==> src/mipsPkg.sv <==
package mipsPkg;

    typedef logic [31:0] wordT;
    typedef logic [4:0]  regAddrT;

    // ~~~~~~~~~~~~~~~~~~~~
    // instruction fields

    typedef struct packed {
        logic [5:0] opcode;
        regAddrT    rs;
        regAddrT    rt;
        regAddrT    rd;
        logic [4:0] shamt;
        logic [5:0] funct;
    } instrT;

    localparam logic [5:0] opRType = 6'h00;
    localparam logic [5:0] opJ     = 6'h02;
    localparam logic [5:0] opJal   = 6'h03;
    localparam logic [5:0] opBeq   = 6'h04;
    localparam logic [5:0] opBne   = 6'h05;
    localparam logic [5:0] opAddiu = 6'h09;
    localparam logic [5:0] opOri   = 6'h0d;
    localparam logic [5:0] opLui   = 6'h0f;
    localparam logic [5:0] opLw    = 6'h23;
    localparam logic [5:0] opSw    = 6'h2b;

    localparam logic [5:0] fnSll   = 6'h00;  // all-zero word is sll $0 nop
    localparam logic [5:0] fnAddu  = 6'h21;
    localparam logic [5:0] fnSubu  = 6'h23;
    localparam logic [5:0] fnAnd   = 6'h24;
    localparam logic [5:0] fnOr    = 6'h25;
    localparam logic [5:0] fnSlt   = 6'h2a;

    // ~~~~~~~~~~~~~~~~~~~~
    // control and stage payloads

    typedef enum logic [2:0] {
        aluAdd, aluSub, aluAnd, aluOr, aluSlt, aluSll, aluLui
    } aluOpT;

    typedef struct packed {
        logic  regWrite;
        logic  memRead;
        logic  memWrite;
        logic  memToReg;
        logic  linkToReg;
        logic  aluSrcImm;
        logic  branchEq;
        logic  branchNe;
        logic  jump;
        aluOpT aluOp;
    } ctrlT;

    typedef struct packed {
        wordT  pc4;
        instrT instr;
    } ifIdT;

    typedef struct packed {
        ctrlT        ctrl;
        wordT        pc4;
        wordT        rsVal;
        wordT        rtVal;
        regAddrT     rs;
        regAddrT     rt;
        regAddrT     dest;
        wordT        imm;
        logic [4:0]  shamt;
        logic [25:0] jumpField;
    } idExT;

    typedef struct packed {
        logic    regWrite;
        logic    memRead;
        logic    memWrite;
        logic    memToReg;
        logic    linkToReg;
        wordT    aluResult;
        wordT    storeData;
        regAddrT dest;
        wordT    linkVal;
    } exMemT;

    typedef struct packed {
        logic    regWrite;
        regAddrT dest;
        wordT    writeData;  // load data already picked
    } memWbT;

endpackage

==> src/decodeStage.sv <==
`timescale 1ns/1ps

module decodeStage import mipsPkg::*; (
    input  logic    clk,
    input  logic    reset,
    input  ifIdT    ifId,
    input  regAddrT exLoadDest,
    input  logic    exIsLoad,
    input  memWbT   wb,
    output idExT    idEx,
    output logic    stall
);

    instrT       fields;
    logic [15:0] imm16;
    ctrlT        ctrl;
    regAddrT     dest;
    logic        zeroExt;
    logic        usesRs;
    logic        usesRt;
    wordT        rsVal;
    wordT        rtVal;
    wordT        immExt;
    wordT        regFile [32];

    assign fields = ifId.instr;
    assign imm16  = {fields.rd, fields.shamt, fields.funct};

    // ~~~~~~~~~~~~~~~~~~~~
    // control decode

    always_comb begin
        ctrl       = '0;
        ctrl.aluOp = aluAdd;
        dest       = fields.rt;
        zeroExt    = 1'b0;
        usesRs     = 1'b1;
        usesRt     = 1'b0;
        case (fields.opcode)
            opRType: begin
                ctrl.regWrite = 1'b1;
                dest          = fields.rd;
                usesRt        = 1'b1;
                case (fields.funct)
                    fnAddu: ctrl.aluOp = aluAdd;
                    fnSubu: ctrl.aluOp = aluSub;
                    fnAnd:  ctrl.aluOp = aluAnd;
                    fnOr:   ctrl.aluOp = aluOr;
                    fnSlt:  ctrl.aluOp = aluSlt;
                    fnSll: begin
                        ctrl.aluOp = aluSll;
                        usesRs     = 1'b0;  // shifts rt only
                    end
                    default: ctrl.regWrite = 1'b0;
                endcase
            end
            opAddiu: begin
                ctrl.regWrite  = 1'b1;
                ctrl.aluSrcImm = 1'b1;
            end
            opOri: begin
                ctrl.regWrite  = 1'b1;
                ctrl.aluSrcImm = 1'b1;
                ctrl.aluOp     = aluOr;
                zeroExt        = 1'b1;
            end
            opLui: begin
                ctrl.regWrite  = 1'b1;
                ctrl.aluSrcImm = 1'b1;
                ctrl.aluOp     = aluLui;
                usesRs         = 1'b0;
            end
            opLw: begin
                ctrl.regWrite  = 1'b1;
                ctrl.memRead   = 1'b1;
                ctrl.memToReg  = 1'b1;
                ctrl.aluSrcImm = 1'b1;
            end
            opSw: begin
                ctrl.memWrite  = 1'b1;
                ctrl.aluSrcImm = 1'b1;
                usesRt         = 1'b1;  // store data
            end
            opBeq: begin
                ctrl.branchEq = 1'b1;
                usesRt        = 1'b1;
            end
            opBne: begin
                ctrl.branchNe = 1'b1;
                usesRt        = 1'b1;
            end
            opJ: begin
                ctrl.jump = 1'b1;
                usesRs    = 1'b0;
            end
            opJal: begin
                ctrl.jump      = 1'b1;
                ctrl.linkToReg = 1'b1;
                ctrl.regWrite  = 1'b1;
                dest           = 5'd31;  // $ra
                usesRs         = 1'b0;
            end
            default: usesRs = 1'b0;  // unknown op runs as a bubble
        endcase
    end

    // ~~~~~~~~~~~~~~~~~~~~
    // register file, written from writeback

    always_ff @(posedge clk) begin
        if (reset) begin
            for (int i = 0; i < 32; i++) begin
                regFile[i] <= '0;
            end
        end else if (wb.regWrite && wb.dest != '0) begin
            regFile[wb.dest] <= wb.writeData;
        end
    end

    // write-first, same-cycle writeback is visible
    always_comb begin
        rsVal = regFile[fields.rs];
        if (fields.rs == '0) begin
            rsVal = '0;
        end else if (wb.regWrite && wb.dest == fields.rs) begin
            rsVal = wb.writeData;
        end
    end

    always_comb begin
        rtVal = regFile[fields.rt];
        if (fields.rt == '0) begin
            rtVal = '0;
        end else if (wb.regWrite && wb.dest == fields.rt) begin
            rtVal = wb.writeData;
        end
    end

    assign immExt = zeroExt ? {16'h0000, imm16} : {{16{imm16[15]}}, imm16};

    // load in execute feeding a source here
    assign stall = exIsLoad && exLoadDest != '0 &&
                   ((usesRs && exLoadDest == fields.rs) || (usesRt && exLoadDest == fields.rt));

    always_comb begin
        idEx.ctrl      = ctrl;
        idEx.pc4       = ifId.pc4;
        idEx.rsVal     = rsVal;
        idEx.rtVal     = rtVal;
        idEx.rs        = fields.rs;
        idEx.rt        = fields.rt;
        idEx.dest      = dest;
        idEx.imm       = immExt;
        idEx.shamt     = fields.shamt;
        idEx.jumpField = ifId.instr[25:0];
    end

endmodule

==> src/executeStage.sv <==
`timescale 1ns/1ps

module executeStage import mipsPkg::*; (
    input  idExT  idEx,
    input  exMemT memFwd,
    input  memWbT wbFwd,
    input  wordT  memReadData,
    output exMemT exMem,
    output memWbT memWb,
    output logic  redirect,
    output wordT  redirectPc
);

    wordT memFwdVal;
    logic fwdMemA;
    logic fwdMemB;
    logic fwdWbA;
    logic fwdWbB;
    wordT opA;
    wordT opB;
    wordT aluB;
    wordT aluResult;
    logic regsEqual;
    logic takeBranch;
    wordT branchTarget;
    wordT jumpTarget;

    // ~~~~~~~~~~~~~~~~~~~~
    // forwarding

    assign memFwdVal = memFwd.linkToReg ? memFwd.linkVal : memFwd.aluResult;

    // load data is not ready in memory stage, stall covers that case
    assign fwdMemA = memFwd.regWrite && !memFwd.memRead &&
                     memFwd.dest != '0 && memFwd.dest == idEx.rs;
    assign fwdMemB = memFwd.regWrite && !memFwd.memRead &&
                     memFwd.dest != '0 && memFwd.dest == idEx.rt;
    assign fwdWbA  = wbFwd.regWrite && wbFwd.dest != '0 && wbFwd.dest == idEx.rs;
    assign fwdWbB  = wbFwd.regWrite && wbFwd.dest != '0 && wbFwd.dest == idEx.rt;

    always_comb begin
        if (fwdMemA) begin
            opA = memFwdVal;  // newest wins
        end else if (fwdWbA) begin
            opA = wbFwd.writeData;
        end else begin
            opA = idEx.rsVal;
        end
    end

    always_comb begin
        if (fwdMemB) begin
            opB = memFwdVal;
        end else if (fwdWbB) begin
            opB = wbFwd.writeData;
        end else begin
            opB = idEx.rtVal;
        end
    end

    // ~~~~~~~~~~~~~~~~~~~~
    // ALU

    assign aluB = idEx.ctrl.aluSrcImm ? idEx.imm : opB;

    always_comb begin
        case (idEx.ctrl.aluOp)
            aluAdd:  aluResult = opA + aluB;
            aluSub:  aluResult = opA - aluB;
            aluAnd:  aluResult = opA & aluB;
            aluOr:   aluResult = opA | aluB;
            aluSlt:  aluResult = wordT'($signed(opA) < $signed(aluB));
            aluSll:  aluResult = aluB << idEx.shamt;
            aluLui:  aluResult = {aluB[15:0], 16'h0000};
            default: aluResult = opA + aluB;
        endcase
    end

    // branch and jump resolution
    assign regsEqual    = opA == opB;
    assign takeBranch   = (idEx.ctrl.branchEq && regsEqual) ||
                          (idEx.ctrl.branchNe && !regsEqual);
    assign branchTarget = idEx.pc4 + {idEx.imm[29:0], 2'b00};
    assign jumpTarget   = {idEx.pc4[31:28], idEx.jumpField, 2'b00};
    assign redirect     = takeBranch || idEx.ctrl.jump;
    assign redirectPc   = idEx.ctrl.jump ? jumpTarget : branchTarget;

    always_comb begin
        exMem.regWrite  = idEx.ctrl.regWrite;
        exMem.memRead   = idEx.ctrl.memRead;
        exMem.memWrite  = idEx.ctrl.memWrite;
        exMem.memToReg  = idEx.ctrl.memToReg;
        exMem.linkToReg = idEx.ctrl.linkToReg;
        exMem.aluResult = aluResult;
        exMem.storeData = opB;  // forwarded rt
        exMem.dest      = idEx.dest;
        exMem.linkVal   = idEx.pc4;
    end

    // memory stage select, load data or result
    always_comb begin
        memWb.regWrite  = memFwd.regWrite;
        memWb.dest      = memFwd.dest;
        memWb.writeData = memFwd.memToReg ? memReadData : memFwdVal;
    end

endmodule

==> src/fetchStage.sv <==
`timescale 1ns/1ps

module fetchStage import mipsPkg::*; #(
    parameter wordT resetPc = 32'h0000_0000
) (
    input  logic clk,
    input  logic reset,
    input  logic stall,
    input  logic redirect,
    input  wordT redirectPc,
    output wordT pc,
    output wordT pc4
);

    assign pc4 = pc + 32'd4;

    // redirect beats stall, stall beats advance
    always_ff @(posedge clk) begin
        if (reset) begin
            pc <= resetPc;
        end else if (redirect) begin
            pc <= redirectPc;  // taken branch or jump from execute
        end else if (!stall) begin
            pc <= pc4;
        end
    end

endmodule

==> src/pipeLineCPU.sv <==
`timescale 1ns/1ps

module pipeLineCPU import mipsPkg::*; #(
    parameter wordT resetPc = 32'h0000_0000
) (
    input  logic clk,
    input  logic reset,
    input  wordT inst_in,
    input  wordT Data_in,
    output logic mem_w,
    output wordT Addr_out,
    output wordT PC_out,
    output wordT Data_out
);

    wordT  pc;
    wordT  pc4;
    logic  stall;
    logic  redirect;
    wordT  redirectPc;
    ifIdT  ifIdD;
    ifIdT  ifIdQ;
    idExT  idExD;
    idExT  idExQ;
    exMemT exMemD;
    exMemT exMemQ;
    memWbT memWbD;
    memWbT memWbQ;

    // ~~~~~~~~~~~~~~~~~~~~
    // fetch

    fetchStage #(.resetPc(resetPc)) fetch0 (
        .clk        (clk),
        .reset      (reset),
        .stall      (stall),
        .redirect   (redirect),
        .redirectPc (redirectPc),
        .pc         (pc),
        .pc4        (pc4)
    );

    assign PC_out = pc;
    assign ifIdD  = '{pc4: pc4, instr: inst_in};

    pipeReg #(.payloadT(ifIdT)) ifIdReg (
        .clk(clk), .reset(reset), .hold(stall), .flush(redirect), .d(ifIdD), .q(ifIdQ)
    );

    // ~~~~~~~~~~~~~~~~~~~~
    // decode and execute

    decodeStage decode0 (
        .clk        (clk),
        .reset      (reset),
        .ifId       (ifIdQ),
        .exLoadDest (idExQ.dest),
        .exIsLoad   (idExQ.ctrl.memRead),
        .wb         (memWbQ),
        .idEx       (idExD),
        .stall      (stall)
    );

    pipeReg #(.payloadT(idExT)) idExReg (
        .clk(clk), .reset(reset), .hold(1'b0), .flush(stall || redirect), .d(idExD), .q(idExQ)
    );

    executeStage execute0 (
        .idEx        (idExQ),
        .memFwd      (exMemQ),
        .wbFwd       (memWbQ),
        .memReadData (Data_in),
        .exMem       (exMemD),
        .memWb       (memWbD),
        .redirect    (redirect),
        .redirectPc  (redirectPc)
    );

    pipeReg #(.payloadT(exMemT)) exMemReg (
        .clk(clk), .reset(reset), .hold(1'b0), .flush(1'b0), .d(exMemD), .q(exMemQ)
    );

    // memory stage is just the ports
    assign Addr_out = exMemQ.aluResult;
    assign Data_out = exMemQ.storeData;
    assign mem_w    = exMemQ.memWrite;

    pipeReg #(.payloadT(memWbT)) memWbReg (
        .clk(clk), .reset(reset), .hold(1'b0), .flush(1'b0), .d(memWbD), .q(memWbQ)
    );

endmodule

==> src/pipeReg.sv <==
`timescale 1ns/1ps

module pipeReg #(
    parameter type payloadT = logic [31:0]
) (
    input  logic    clk,
    input  logic    reset,
    input  logic    hold,
    input  logic    flush,
    input  payloadT d,
    output payloadT q
);

    // zero payload is a bubble, no write enables set
    always_ff @(posedge clk) begin
        if (reset || flush) begin
            q <= '0;
        end else if (!hold) begin
            q <= d;
        end
    end

endmodule

==> config.mk <==
export PLATFORM = sky130hd
export DESIGN_NAME = pipeLineCPU
export DESIGN_NICKNAME = d
export VERILOG_FILES = /design/src/mipsPkg.sv /design/src/decodeStage.sv /design/src/executeStage.sv /design/src/fetchStage.sv /design/src/pipeLineCPU.sv /design/src/pipeReg.sv
export SDC_FILE = /design/constraint.sdc
export NUM_CORES = 2
export LEC_CHECK = 0
export BUFFER_PORTS_ARGS = -buffer_cell sky130_fd_sc_hd__buf_4
export CAP_MARGIN = 15
export CORE_ASPECT_RATIO = 0.8
export CORE_MARGIN = 5
export CORE_UTILIZATION = 52
export CTS_CLUSTER_SIZE = 14
export DETAILED_ROUTE_END_ITERATION = 7
export GPL_TIMING_DRIVEN = 0
export PLACE_DENSITY = 0.68
export SYNTH_ARGS = -nofsm -noshare
export SYNTH_HDL_FRONTEND = slang
export SYNTH_HIERARCHICAL = 1
export SYNTH_SLANG_ARGS = --single-unit
==> constraint.sdc <==
create_clock -name clk -period 7.49 [get_ports clk]
set_clock_uncertainty 0.1 [all_clocks]
set_input_delay 1.498 -clock clk [delete_from_list [all_inputs] [get_ports clk]]
set_output_delay 1.498 -clock clk [all_outputs]
set_load 0.01 [all_outputs]
==> results.sh <==
export IMPL_core_ar_um2=164400
export IMPL_seqCellArea_um2=39280
export IMPL_status="complete, but fails checks"
export IMPL_clkLatencyLatePin_ns=0.83
export IMPL_dominantRegCellSynth="sky130_fd_sc_hd__edfxtp_1"
export IMPL_grt_setup_unrepaired="false"
export IMPL_gp_congestion=1.104
export IMPL_htreeDepth=4
export IMPL_layout_min_cycle_time_ns=7.291
export IMPL_number_of_buffers_added_on_ports=162
export IMPL_placedCellCount=9862
export IMPL_dr_total_vias=72220
export IMPL_hold_buffers=0
export IMPL_critPathMaxStageDelay_ns=0.82
export IMPL_num_cts_buffers=152
export IMPL_drt_vias_per_instance=7.084
export IMPL_initial_utilization=0.5237
export IMPL_post_synth_cell_area_avg_um2=11.57
export IMPL_cpMaxStageDelayCell="sky130_fd_sc_hd__o21ai_0"
export IMPL_most_frequent_cells_in_the_layout="sky130_fd_sc_hd__edfxtp_1 (1024), sky130_fd_sc_hd__and2_1 (1005), sky130_fd_sc_hd__mux2i_1 (724)"
export IMPL_static_leakage_power_nw=36.06
export IMPL_layoutNonFillerInstCount=10190
export IMPL_grt_first_pass_wirelength_mm=561.3
export IMPL_layout_area_overhead_vs_synth_pct=12.04
export IMPL_seq_area_frac_synth=0.4562
export IMPL_total_wirelength_of_the_detailed_routed_design_mm=420.6
export IMPL_max_freq_mhz=137.2
export IMPL_violations="max-slew violations"
export IMPL_synth_cell_types=102
export IMPL_commonest_non_fill_non_tap_cell_in_the_layout="sky130_fd_sc_hd__edfxtp_1"
export IMPL_yosys_warnings=6
export IMPL_post_synth_edffs=1024
export IMPL_chipHeight_um=374.0
export IMPL_synth_largest_area_cell="sky130_fd_sc_hd__edfxtp_1"
export IMPL_netlist_area_um2=86100
export IMPL_netlist_top_cells_area="sky130_fd_sc_hd__edfxtp_1 (36%), sky130_fd_sc_hd__mux4_2 (11%), sky130_fd_sc_hd__dfxtp_1 (9.9%)"
export IMPL_multi_input_area_um2=41990
export IMPL_route_antenna_remaining_nets=0
export IMPL_crit_path_cell_trace="or4_1 -> nor2_2 -> clkbuf_1 -> nor3_2 -> clkbuf_1 -> mux2i_1 -> o21ai_1 -> ha_1 -> inv_1 -> fa_1 -> nor2b_1 -> o21ai_0 -> o211ai_1 -> a311o_1 -> a31oi_1 -> o211ai_1 -> a31oi_1 -> o311a_1 -> o21ai_0 -> mux2i_1 -> nor2_1"
export IMPL_finalCritPeriodShare=0.9735
export IMPL_fillers=13710
export IMPL_first_pass_iters=8
export IMPL_place_ws_ns=-0.6381
export IMPL_worstSetupPathType="reg2reg"
export IMPL_endpoint_kind="register"
export IMPL_cts_reportedPaths_clkPinSlew_ns=0.06
export IMPL_timing_setup_tns_ns=0
export IMPL_pin_count_of_the_biggest_net_entering_global_routing=33
export IMPL_hpwlAfterDp_mm=315.0
export IMPL_fraction_of_final_layout_cells_with_drive_strength_greater_than_1=0.1919
export IMPL_cts_sinks=1450
export IMPL_drt_wirelength_per_cell_um=41.26
export IMPL_clock_path_buffers=3
export IMPL_timing_max_slew_rel_slack=-0.1329
export IMPL_residual_drc=0
export IMPL_post_route_util=0.5867
export IMPL_std_cell_rows=133
export IMPL_cts_tree="built"
export IMPL_crit_required_ns=8.12
export IMPL_grt_overflow_total=0
export IMPL_setup_viol=0
export IMPL_worstPathArrival_ns=7.92
export IMPL_worst_slew_pin_slew_ns=1.699
export IMPL_cts_root_buffer="sky130_fd_sc_hd__clkbuf_16"
export IMPL_timing_critical_path_max_delay_family="compound AO/OA/AOI/OAI gates"
export IMPL_powerDensity_nw_per_um2=215.2
export IMPL_first_iter_violations=12660
export IMPL_synth_seq_cells=1450
export IMPL_post_route_worst_setup_slack_ns=0.1988
export IMPL_synth_top_area_frac=0.3571
export IMPL_number_of_antenna_violations_at_the_first_check_in_global_routing=52
export IMPL_worst_setup_path_start_kind="register"
export IMPL_floorplan_die_width_um=465.0
export IMPL_max_cap_violations=0
export IMPL_asyncSetResetFlopFracSynth=0
export IMPL_grt_pass1_vias=66830
export IMPL_vdd_drop_max_mv=0.2477
export IMPL_groute_usage_overall=0.4689
export IMPL_min_path_type="reg2reg"
export IMPL_design_die_area_um2=173900
export IMPL_cp_max_fo=10
export IMPL_finalHoldViolations=0
export IMPL_path_buf_inv=3
export IMPL_final_net_count=8067
export IMPL_post_synth_inst_count=7443
export IMPL_io_pins=163
export IMPL_finalMaxSlewViolations=2
report_power, final:
part           internal [mW]  switching (mW)  total, mW
registers               8.85           0.256       9.11
clock network           4.57            3.47       8.05
logic                   1.22            2.39       3.61
sequential cells by signal (all words and copies together), names as in the netlist:
name and count:
idExReg/q 186, ifIdReg/q 64, exMemReg/q 106, memWbReg/q 38
decode0/regFile 1024, fetch0/pc 32
through the flow:
stage / hold WS (ns) / instance area [um2] / power, mW
3_5_place_dp: 0.3900 / 91000 / 12.61
3_3_place_gp: 0.3818 / 90160 / 12.52
2_1_floorplan: 0.3614 / 86240 / 11.07
5_1_grt: 0.4313 / 96380 / 21.10
6_report: 0.3985 / 96470 / 20.76
4_1_cts: 0.4045 / 96210 / 20.50
what timing repair did:
action / 4_1_cts / 5_1_grt
setup buffers: 0 / 0
gates resized for setup: 6 / 24
pin swaps: 0 / 1
endpoints found under the setup margin: 7 / 17
logic make-up after synthesis:
group | share of synthesized area
AO/OA/AOI/OAI | 0.08682
flip-flops | 0.4562
multiplexers | 0.2165
XOR/XNOR | 0.01587
adder cells (fa/ha/maj) | 0.01988
AND/OR/NAND/NOR | 0.1458
other | 0.00008722
buffers and inverters | 0.05888
metal layers:
| metal | share of wire | track usage |
|---|---|---|
| met2 | 0.41 | 0.6630 |
| met1 | 0.34 | 0.5656 |
| met3 | 0.15 | 0.2032 |
| met4 | 0.095 | 0.3500 |
| met5 | 0.00063 | 0.009091 |
tightest hold or removal path: stages, from the launching register on:
cell,delay (ns)
sky130_fd_sc_hd__dfxtp_1,0.33
sky130_fd_sc_hd__mux2i_1,0.07
sky130_fd_sc_hd__nor2_1,0.07
cells in the mapped netlist, types with 26 or more instances:
cell                       number
sky130_fd_sc_hd__mux2_2       184
sky130_fd_sc_hd__nand2_1      225
sky130_fd_sc_hd__o22ai_1       89
sky130_fd_sc_hd__nor4_1        42
sky130_fd_sc_hd__a221o_1       31
sky130_fd_sc_hd__nor2_1       666
sky130_fd_sc_hd__nand4_1       67
sky130_fd_sc_hd__dfxtp_1      426
sky130_fd_sc_hd__ha_1         132
sky130_fd_sc_hd__buf_1         39
sky130_fd_sc_hd__nor3_1        93
sky130_fd_sc_hd__buf_6         84
sky130_fd_sc_hd__nand3_1       47
sky130_fd_sc_hd__mux2i_1      725
sky130_fd_sc_hd__a21oi_1      182
sky130_fd_sc_hd__o211ai_1      26
sky130_fd_sc_hd__nor2b_1       36
sky130_fd_sc_hd__buf_4        191
sky130_fd_sc_hd__o221ai_1      48
sky130_fd_sc_hd__and2_1      1005
sky130_fd_sc_hd__buf_2         81
sky130_fd_sc_hd__a21o_1        28
sky130_fd_sc_hd__a221oi_1      65
sky130_fd_sc_hd__mux4_2       413
sky130_fd_sc_hd__edfxtp_1    1024
sky130_fd_sc_hd__a211oi_1      74
sky130_fd_sc_hd__inv_1        124
sky130_fd_sc_hd__a22oi_1       38
sky130_fd_sc_hd__o21ai_0      165
sky130_fd_sc_hd__a31oi_1       36
sky130_fd_sc_hd__clkbuf_1     405
sky130_fd_sc_hd__o31ai_1       82
sky130_fd_sc_hd__a211o_1       33
sky130_fd_sc_hd__xnor2_1      107
sky130_fd_sc_hd__or2_2         41
sky130_fd_sc_hd__xor2_1        49
layout make-up:
cell class	count	share of cell area
Buffer	810	0.04766
Clock buffer	200	0.04442
Tap cell	2160	0.02802
Sequential cell	1450	0.4072
Clock inverter	82	0.009494
Inverter	130	0.005058
Multi-Input combinational cell	5089	0.4352
Antenna cell	40	0.001038
Timing Repair Buffer	233	0.02193
worst paths after layout:
check / startpoint / end / slack (ns) / cells past startpoint
hold / removal: ifIdReg/q[34] / ifIdReg/q[34] / 0.40 / 2
setup reg to reg: memWbReg/q[34] / exMemReg/q[97] / 0.20 / 21
hold reg to reg: ifIdReg/q[34] / ifIdReg/q[34] / 0.40 / 2
setup / recovery: memWbReg/q[34] / exMemReg/q[97] / 0.20 / 21
Power figures use the tool's default switching activity.
